File: config.mk
export PLATFORM = sky130hd
export DESIGN_NAME = lfsr_cipher
export DESIGN_NICKNAME = d
export VERILOG_FILES = /design/src/cipher_pkg.sv /design/src/cipher_output.sv /design/src/cmd_decode.sv /design/src/lfsr.sv /design/src/lfsr_cipher.sv
export VERILOG_INCLUDE_DIRS = /design/src
export SDC_FILE = /design/constraint.sdc
export NUM_CORES = 1
export LEC_CHECK = 0
export ABC_AREA = 1
export BUFFER_PORTS_ARGS = -buffer_cell sky130_fd_sc_hd__buf_2
export CAP_MARGIN = 20
export CORE_MARGIN = 2
export CORE_UTILIZATION = 45
export CTS_BUF_LIST = sky130_fd_sc_hd__clkbuf_8
export CTS_CLUSTER_SIZE = 8
export DETAILED_ROUTE_END_ITERATION = 12
export GPL_ROUTABILITY_DRIVEN = 0
export GPL_TIMING_DRIVEN = 0
export HOLD_SLACK_MARGIN = 0.15
export PLACE_DENSITY = 0.66
export SYNTH_ARGS = -nofsm -noshare
export SYNTH_HDL_FRONTEND = slang
export SYNTH_SLANG_ARGS = --single-unit
export TNS_END_PERCENT = 20
File: constraint.sdc
create_clock -name clk -period 3.28 [get_ports clk]
set_input_delay 0.328 -clock clk [delete_from_list [all_inputs] [get_ports clk]]
set_output_delay 0.328 -clock clk [all_outputs]
set_load 0.01 [all_outputs]
File: src/cipher_defs.svh
`ifndef CIPHER_DEFS_SVH
`define CIPHER_DEFS_SVH

// Seed, data and keystream word width
`define CIPHER_WORD_W 64

// Command code width
`define CIPHER_CMD_W 2

// Accepted-word counter width
`define CIPHER_CNT_W 16

`endif

File: src/cipher_pkg.sv
`include "cipher_defs.svh"

package cipher_pkg;

    // Command codes on the cmd input
    typedef enum logic [`CIPHER_CMD_W-1:0] {
        CMD_NOP  = 2'd0,    // Idle cycle
        CMD_SEED = 2'd1,    // cmd_data is the LFSR seed
        CMD_ENC  = 2'd2,    // cmd_data XOR keystream
        CMD_RAW  = 2'd3     // Keystream word as is
    } cmd_e;

    // Seed, data and keystream word
    typedef logic [`CIPHER_WORD_W-1:0] word_t;

endpackage

File: src/cipher_output.sv
`timescale 1ns/1ps

module cipher_output (
    input  logic              clk,        // Clock
    input  logic              rst_n,      // Sync reset, active low
    input  logic              op_valid,   // Operation pending
    input  logic              op_raw,     // Pass keystream unchanged
    input  cipher_pkg::word_t op_data,    // Message word
    input  cipher_pkg::word_t keystream,  // Live LFSR word
    output cipher_pkg::word_t data_out,   // Result word
    output logic              out_valid   // Result strobe
);

    cipher_pkg::word_t result;  // Combined word

    // Keystream here is the word held since the command edge
    assign result = op_raw ? keystream : (op_data ^ keystream);

    always_ff @(posedge clk) begin  // Valid strobe
        if (!rst_n) begin
            out_valid <= 1'b0;
        end else begin
            out_valid <= op_valid;  // Single cycle per operation
        end
    end

    always_ff @(posedge clk) begin  // Result register
        if (op_valid) begin
            data_out <= result;  // Held until next strobe
        end
    end

endmodule

File: src/cmd_decode.sv
`timescale 1ns/1ps
`include "cipher_defs.svh"

module cmd_decode (
    input  logic                     clk,           // Clock
    input  logic                     rst_n,         // Sync reset, active low
    input  cipher_pkg::cmd_e         cmd,           // Command code
    input  cipher_pkg::word_t        cmd_data,      // Seed or message word
    input  logic                     ks_valid,      // Keystream running
    output logic                     start,         // LFSR start strobe
    output cipher_pkg::word_t        message_seed,  // Seed to the LFSR
    output logic                     op_valid,      // Registered operation pending
    output logic                     op_raw,        // Raw keystream, no XOR
    output cipher_pkg::word_t        op_data,       // Registered message word
    output logic                     cmd_reject,    // Early command pulse
    output logic [`CIPHER_CNT_W-1:0] word_count     // Accepted commands
);

    logic ks_cmd;      // Command needs keystream
    logic accept;      // Keystream command with generator running
    logic reject;      // Keystream command too early
    logic is_raw;      // Raw keystream request

    // LFSR ignores start once it runs, so a late seed has no effect
    assign start        = (cmd == cipher_pkg::CMD_SEED);
    assign message_seed = cmd_data;  // Seed rides on the data bus

    assign is_raw = (cmd == cipher_pkg::CMD_RAW);
    assign ks_cmd = (cmd == cipher_pkg::CMD_ENC) || is_raw;
    assign accept = ks_cmd && ks_valid;
    assign reject = ks_cmd && !ks_valid;

    always_ff @(posedge clk) begin  // Control registers
        if (!rst_n) begin
            op_valid   <= 1'b0;
            cmd_reject <= 1'b0;
            word_count <= '0;
        end else begin
            op_valid   <= accept;  // One cycle per accepted command
            cmd_reject <= reject;  // One cycle per early command
            if (accept) begin
                word_count <= word_count + 1'b1;  // Wraps at full scale
            end
        end
    end

    always_ff @(posedge clk) begin  // Operation payload
        if (accept) begin
            op_data <= cmd_data;
            op_raw  <= is_raw;
        end
    end

    // Hold payload between accepts so the output stage sees stable values
    // until the next operation is registered

endmodule

File: src/lfsr.sv
`timescale 1ns/1ps

module lfsr (
    input  logic              clk,           // Clock
    input  logic              rst_n,         // Sync reset, active low
    input  logic              start,         // Seed present, leave init
    input  cipher_pkg::word_t message_seed,  // Seed value
    output cipher_pkg::word_t lfsr,          // Current keystream word
    output logic              valid          // Generator running
);

    localparam logic [1:0] ST_INIT    = 2'h0;  // Reloading the seed
    localparam logic [1:0] ST_FIRST   = 2'h1;  // First shift, not yet valid
    localparam logic [1:0] ST_WORKING = 2'h2;  // Free running

    logic [1:0] state;       // Current state
    logic [1:0] next_state;  // Next state
    logic       load_seed;   // Take message_seed this edge
    logic       load_lfsr;   // Shift this edge
    logic       feedback;    // New bit 0

    always_ff @(posedge clk) begin  // State register
        if (!rst_n) begin
            state <= ST_INIT;
        end else begin
            state <= next_state;
        end
    end

    always_comb begin  // Next state
        next_state = state;
        case (state)
            ST_INIT: begin
                if (start) begin
                    next_state = ST_FIRST;  // Seed is loaded on this edge
                end
            end
            ST_FIRST: begin
                next_state = ST_WORKING;
            end
            ST_WORKING: begin
                next_state = ST_WORKING;  // Runs until reset
            end
            default: begin
                next_state = ST_INIT;  // Unused code, recover
            end
        endcase
    end

    always_comb begin  // State decode
        load_seed = 1'b0;
        load_lfsr = 1'b0;
        valid     = 1'b0;
        case (state)
            ST_INIT: begin
                load_seed = 1'b1;  // Track the seed input every edge
            end
            ST_FIRST: begin
                load_lfsr = 1'b1;
            end
            ST_WORKING: begin
                load_lfsr = 1'b1;
                valid     = 1'b1;  // Keystream usable
            end
            default: begin
                load_seed = 1'b0;
            end
        endcase
    end

    // XNOR of taps 63, 62, 60, 59
    assign feedback = ~(lfsr[63] ^ lfsr[62] ^ lfsr[60] ^ lfsr[59]);

    always_ff @(posedge clk) begin  // Shift register
        if (load_seed) begin
            lfsr <= message_seed;
        end else if (load_lfsr) begin
            lfsr <= {lfsr[62:0], feedback};  // Shift left, new bit in at 0
        end
    end

endmodule

File: src/lfsr_cipher.sv
`timescale 1ns/1ps
`include "cipher_defs.svh"

module lfsr_cipher (
    input  logic                     clk,         // Clock
    input  logic                     rst_n,       // Sync reset, active low
    input  cipher_pkg::cmd_e         cmd,         // Command code
    input  cipher_pkg::word_t        cmd_data,    // Seed or message word
    output cipher_pkg::word_t        data_out,    // Cipher or keystream word
    output logic                     out_valid,   // Result strobe
    output logic                     cmd_reject,  // Early command pulse
    output logic [`CIPHER_CNT_W-1:0] word_count   // Accepted commands
);

    logic              start;         // Seed command seen
    cipher_pkg::word_t message_seed;  // Seed to LFSR
    cipher_pkg::word_t ks_word;       // Keystream word
    logic              ks_valid;      // Generator running
    logic              op_valid;      // Decode to output strobe
    logic              op_raw;        // Raw request flag
    cipher_pkg::word_t op_data;       // Registered message

    cmd_decode decode_inst (  // Decode stage
        .clk          (clk),
        .rst_n        (rst_n),
        .cmd          (cmd),
        .cmd_data     (cmd_data),
        .ks_valid     (ks_valid),
        .start        (start),
        .message_seed (message_seed),
        .op_valid     (op_valid),
        .op_raw       (op_raw),
        .op_data      (op_data),
        .cmd_reject   (cmd_reject),
        .word_count   (word_count)
    );

    lfsr lfsr_inst (  // Execute stage
        .clk          (clk),
        .rst_n        (rst_n),
        .start        (start),
        .message_seed (message_seed),
        .lfsr         (ks_word),
        .valid        (ks_valid)
    );

    cipher_output output_inst (  // Result stage
        .clk       (clk),
        .rst_n     (rst_n),
        .op_valid  (op_valid),
        .op_raw    (op_raw),
        .op_data   (op_data),
        .keystream (ks_word),
        .data_out  (data_out),
        .out_valid (out_valid)
    );

endmodule

* Yosys cells after proc, flatten, opt, wreduce, memory -nomap -nowiden *
Index checks and enable logic that the tools add are counted.

cells by class
  equal/unequal tests = 6
  bitwise logic cells = 5
  reductions and logical operators = 7
  add/sub/neg operators = 1
  mux-type cells = 8

operators with widths
  kind                     number
  $mux W64                 3
  $xor A64 B64 Y64         1
  $add A16 B1 Y16 const B  1
  $eq A2 B2 Y1 const B     3
  $eq A2 B1 Y1 const B     2
  $pmux W2 S2              1
  $mux W1                  3
  $xor A1 B1 Y1            3
  $logic_and A1 B1 Y1      2
  $logic_not A2 Y1         1
  $mux W2                  1
  $ne A2 B2 Y1 const B     1
  $reduce_bool A2 Y1       1
  $reduce_or A2 Y1         1
  $logic_not A1 Y1         1
  $logic_or A1 B1 Y1       1
  $not A1 Y1               1

word-level totals
  word-level logic and storage cells = 36
  input port bits = 68
  register bits after elaboration = 214

* Logic depth before layout (Yosys ltp) *
  depth after elaboration = 6
  depth in mapped cells = 9
  mapped depth without buffers = 9

* Cells and area by module *
From an unflattened synthesis, not the netlist that was laid out.

second synthesis, totals
  cell total of the unflattened synthesis = 1012
  area total of the unflattened synthesis = 9858.2 um^2

by module, submodules not included
  module         sequential area each (um^2)  area each (um^2)  times used  cells each
  cipher_output  1941.9                       3606.0            1           466
  cmd_decode     2312.2                       3313.2            1           248
  lfsr           1961.9                       2939.1            1           298

* Worst setup path before layout *
Ideal clock, no wire load.

  path type = register -> register
  start = reg lfsr_inst.state[0]
  end = reg decode_inst.word_count[9]
  required time = 3.160 ns
  stages on the path, launching flop included = 8
  path slack = 0.779 ns
  buffers on the path = 0
  library setup time = 0.120 ns
  clock period less this slack = 2.501 ns
  arrival = 2.381 ns
  path through = dfxtp_1 > inv_1 > ha_1 > nand2_4 > inv_1 > nand4_1 > nand2_1 > nor2_1

on the way
  cells in the longest elaborated chain, start to end = 3

RTL lines
  item                      line              text
  start: declaration        lfsr.sv:16        logic [1:0] state;
  start signal: assignment  lfsr.sv:26        state <= next_state;
  $eq A2 B2 Y1              lfsr.sv:54        case (state)
  $mux W1                   lfsr.sv:54
  $logic_and A1 B1 Y1       cmd_decode.sv:30  assign accept = ks_cmd && ks_valid;
  net decode_inst.accept    cmd_decode.sv:20  logic accept;
  end signal: assignment    cmd_decode.sv:42  word_count <= word_count + 1'b1;
  end: declaration          cmd_decode.sv:16  output logic [`CIPHER_CNT_W-1:0] word_count

The timed path passes the listed nets, and every way through them passes these cells.
A chain may end at the register's enable or synchronous reset.

* Final worst setup path *
  start = reg lfsr_inst.state[0]
  end = reg decode_inst.op_data[15] (enable)

on the way
  cells in the longest elaborated chain, start to end = 3

RTL lines
  item                    line              text
  $eq A2 B2 Y1            lfsr.sv:54
  $mux W1                 lfsr.sv:54
  $logic_and A1 B1 Y1     cmd_decode.sv:30
  net decode_inst.accept  cmd_decode.sv:20
  end signal: assignment  cmd_decode.sv:49  op_data <= cmd_data;
  end: declaration        cmd_decode.sv:14  output cipher_pkg::word_t op_data,

The timed path passes the listed nets, and every way through them passes these cells.

==> flow_summary.toml <==
[outcome]
status = "finished, final reports clean"

[placed_design]
place_ws_ps = 1567
place_hpwl_um = 10730
placed_cell_area_sq_um = 9872
portBuffers = 149

[clock_network]
numCtsBuffers = 38
cts.sinks = 214
cts_resized = 0
clock-root-buffer = "clkbuf_8"
post_cts_buffers = 0
cts_buffer_depth = 3
hold_buffers = 68
clkTransAtPathRegs_ps = 50
cts_tree = "done"
cts_max_level = 2
insertion_delay_ps = 520

[synthesis]
synth_xor_area_share_pct = 7.017
yosys.area.top_type_share_pct = 66.33
syn_area_sq_um = 8737
yosysWarnings = 0
synth_compound_area_share_pct = 1.131
synth_area_leaders = "edfxtp_1, nand2_1, xor2_1, dfxtp_1, inv_1"
synth_top_area_cell = "edfxtp_1"
synth-simple-area-share_pct = 15.24
ys_async_sr_fraction_pct = 0
synth_edf_count = 193
ys_seq_area_share_pct = 71.14
ys_ff_latch = 214
synth.area.mux_share_pct = 0
syn_avg_cell_area_sq_um = 11.78
synthAdderAreaFrac_pct = 0.7160
synth_top_family_by_area = "simple AND/OR/NAND/NOR gates"
synth_top_flop_cell = "edfxtp_1"
yosysUniqueCellTypes = 27
synthCells = 742
synthesis.nets = 815

[timing]
slew_headroom_pct = 41.01
fmax_mhz = 589.5
rsz0062_at_grt = "no"
max_slew.worst_pin.slew_ps = 884.8
min_period_ps = 1696
timing.final.ws_setup_ps = 1584
finalClockSkew_ps = 30.32
holdWs_ps = 500.8
finalCritPeriodShare_pct = 51.72
hold_viol = 0
final_max_slew_viol_count = 0
setup_violations = 0

[route]
routed_wl_um = 17820
drc = 0
routed_via_density = 4.463
first_pass_iters = 4
drt-initial-drc-count = 253
ant_nets = 0
vias = 5762
routedWlPerCell_um = 13.80

[min_path]
hold_path.class = "register to register"
hold_start = "decode_inst.word_count[3]"
worstHoldPathCells = 1

[setup_path]
cpPeakStageDelay_ps = 310
worstSetupStartpointType = "register"
reg2regPathDepth = 5
slowest_stage = "dfxtp_1"
crit_family = "buffers and inverters"
critPathMaxFanout = 57
rr_endpoint = "decode_inst.op_data[15]"
path_class = "register to register"
worstReg2RegStart = "lfsr_inst.state[0]"
worstSetupPathDepth = 5
cp_cell_sequence = "inv_1 > ha_1 > nand2_4 > inv_4 > buf_16"
end_kind = "register"
critPathBufInv = 3
crit_path_start = "lfsr_inst.state[0]"
reg2reg_slack_ps = 1580
arrival_ps = 1850
critPathRequiredTime_ps = 3440
endpoint = "decode_inst.op_data[15]"

[layout]
fillers = 1604
drive_gt1_share_pct = 22.23
design_area_sq_um = 11220
fin_nets = 1074
area_growth_syn_to_layout_pct = 28.41

[global_route]
first_global_vias = 5867
grt_max_degree = 66
antenna_found_initial = 0
overflow = 0
gr-usage-all-layers_pct = 17.48
grt_first_pass_wirelength_um = 27940

[floorplan]
num_io_pins = 150
die_h_um = 143.3
row_count = 50
start_util_pct = 46.25
die-area_sq_um = 20550
core_sq_um = 18890
die_w_um = 143.3

[power_and_ir_drop]
ir_drop_mv = 0.4606
p_per_area_nw_per_um2 = 778.8
p_leak_uw = 0.005024

[run]
drv_cap = 0
placed cells by master, fill, tap and decap left out, types with 2 or more instances in the layout:
cell / Yosys / final
nand2_2: 2 / 2
inv_4: 0 / 2
dfxtp_1: 21 / 20
xor2_1: 68 / 68
dlygate4sd3_1: 0 / 68
ha_1: 5 / 5
a21oi_1: 6 / 6
clkinv_1: 0 / 5
clkbuf_8: 0 / 40
nand3_1: 3 / 3
nand3_2: 4 / 4
o21ai_1: 3 / 3
buf_16: 0 / 2
a31oi_1: 2 / 2
nand4_1: 3 / 3
inv_1: 83 / 103
inv_2: 3 / 3
nor2_1: 22 / 22
xnor2_1: 2 / 2
nor2_2: 5 / 5
buf_2: 14 / 163
clkbuf_1: 6 / 6
nand2_1: 284 / 284
nor2_4: 2 / 2
o21ai_0: 5 / 5
edfxtp_1: 193 / 193
per-stage QoR:
| step | TNS (ps) | util, % | cells | total power, uW |
|---|---|---|---|---|
| finish | 0 | 59.38 | 1291 | 8738 |
| global route | 0 | 59.37 | 1290 | 9342 |
| CTS | 0 | 59.37 | 1290 | 8855 |
| detailed placement | 0 | 52.25 | 1153 | 6613 |
| global placement | -11070 | 51.91 | 1151 | 6536 |
| floorplan | 0 | - | 742 | 5906 |
kinds of logic (layout without fill, tap and decap cells):
group | after synthesis | in the layout
AOI/OAI and AO/OA | 18 | 18
xor gates and xnor gates | 70 | 70
adders and majority gates | 5 | 5
buffers and inverters | 106 | 394
DFF | 214 | 214
other | 0 | 1
and+or+nand+nor | 329 | 329
cells in the mapped netlist (2+ instances only):
master / n
a21oi_1: 6
a31oi_1: 2
buf_2: 14
clkbuf_1: 6
dfxtp_1: 21
edfxtp_1: 193
ha_1: 5
inv_1: 83
inv_2: 3
nand2_1: 284
nand2_2: 2
nand3_1: 3
nand3_2: 4
nand4_1: 3
nor2_1: 22
nor2_2: 5
nor2_4: 2
o21ai_0: 5
o21ai_1: 3
xnor2_1: 2
xor2_1: 68
cell type report:
cell class / count / area (sq um) / area share [%]
diodes: 1 / 2.502 / 0.02230
plain buffers: 20 / 92.59 / 0.8252
clock buffers: 40 / 550.5 / 4.907
clock inverters: 29 / 113.9 / 1.015
inverters: 86 / 327.8 / 2.922
multi-input cells: 422 / 2106 / 18.77
flip-flops and latches: 214 / 6220 / 55.44
well taps: 260 / 325.3 / 2.900
repair buffers: 219 / 1481 / 13.20
sequential cells by signal, summed over array words and instances, names as in the netlist, 2 cells and up:
| signal | count |
|---|---|
| decode_inst.op_data | 64 |
| decode_inst.word_count | 16 |
| lfsr_inst.lfsr | 64 |
| lfsr_inst.state | 2 |
| output_inst.data_out | 64 |
where the power goes:
group | internal (uW) | switching (uW)
Clock | 1120 | 1010
Sequential | 4030 | 366
Combinational | 793 | 1420
Total | 5950 | 2790
worst min path at each step:
stage | end | slack, ps
floorplan | decode_inst.op_data[0] | 430
global placement | decode_inst.word_count[3] | 480
detailed placement | decode_inst.word_count[3] | 490
CTS | decode_inst.op_data[58] | 500
global route | decode_inst.op_data[2] | 520
finish | decode_inst.word_count[3] | 500
layer usage:
metal,GRT usage [%],wire (um),vias to the layer above
li1,-,-,2912
met3,4.332,1002,26
met1,21.64,7717,2657
met2,29.54,8761,167
met5,0,0,-
met4,7.121,334,0
Power figures use the tool's default switching activity.
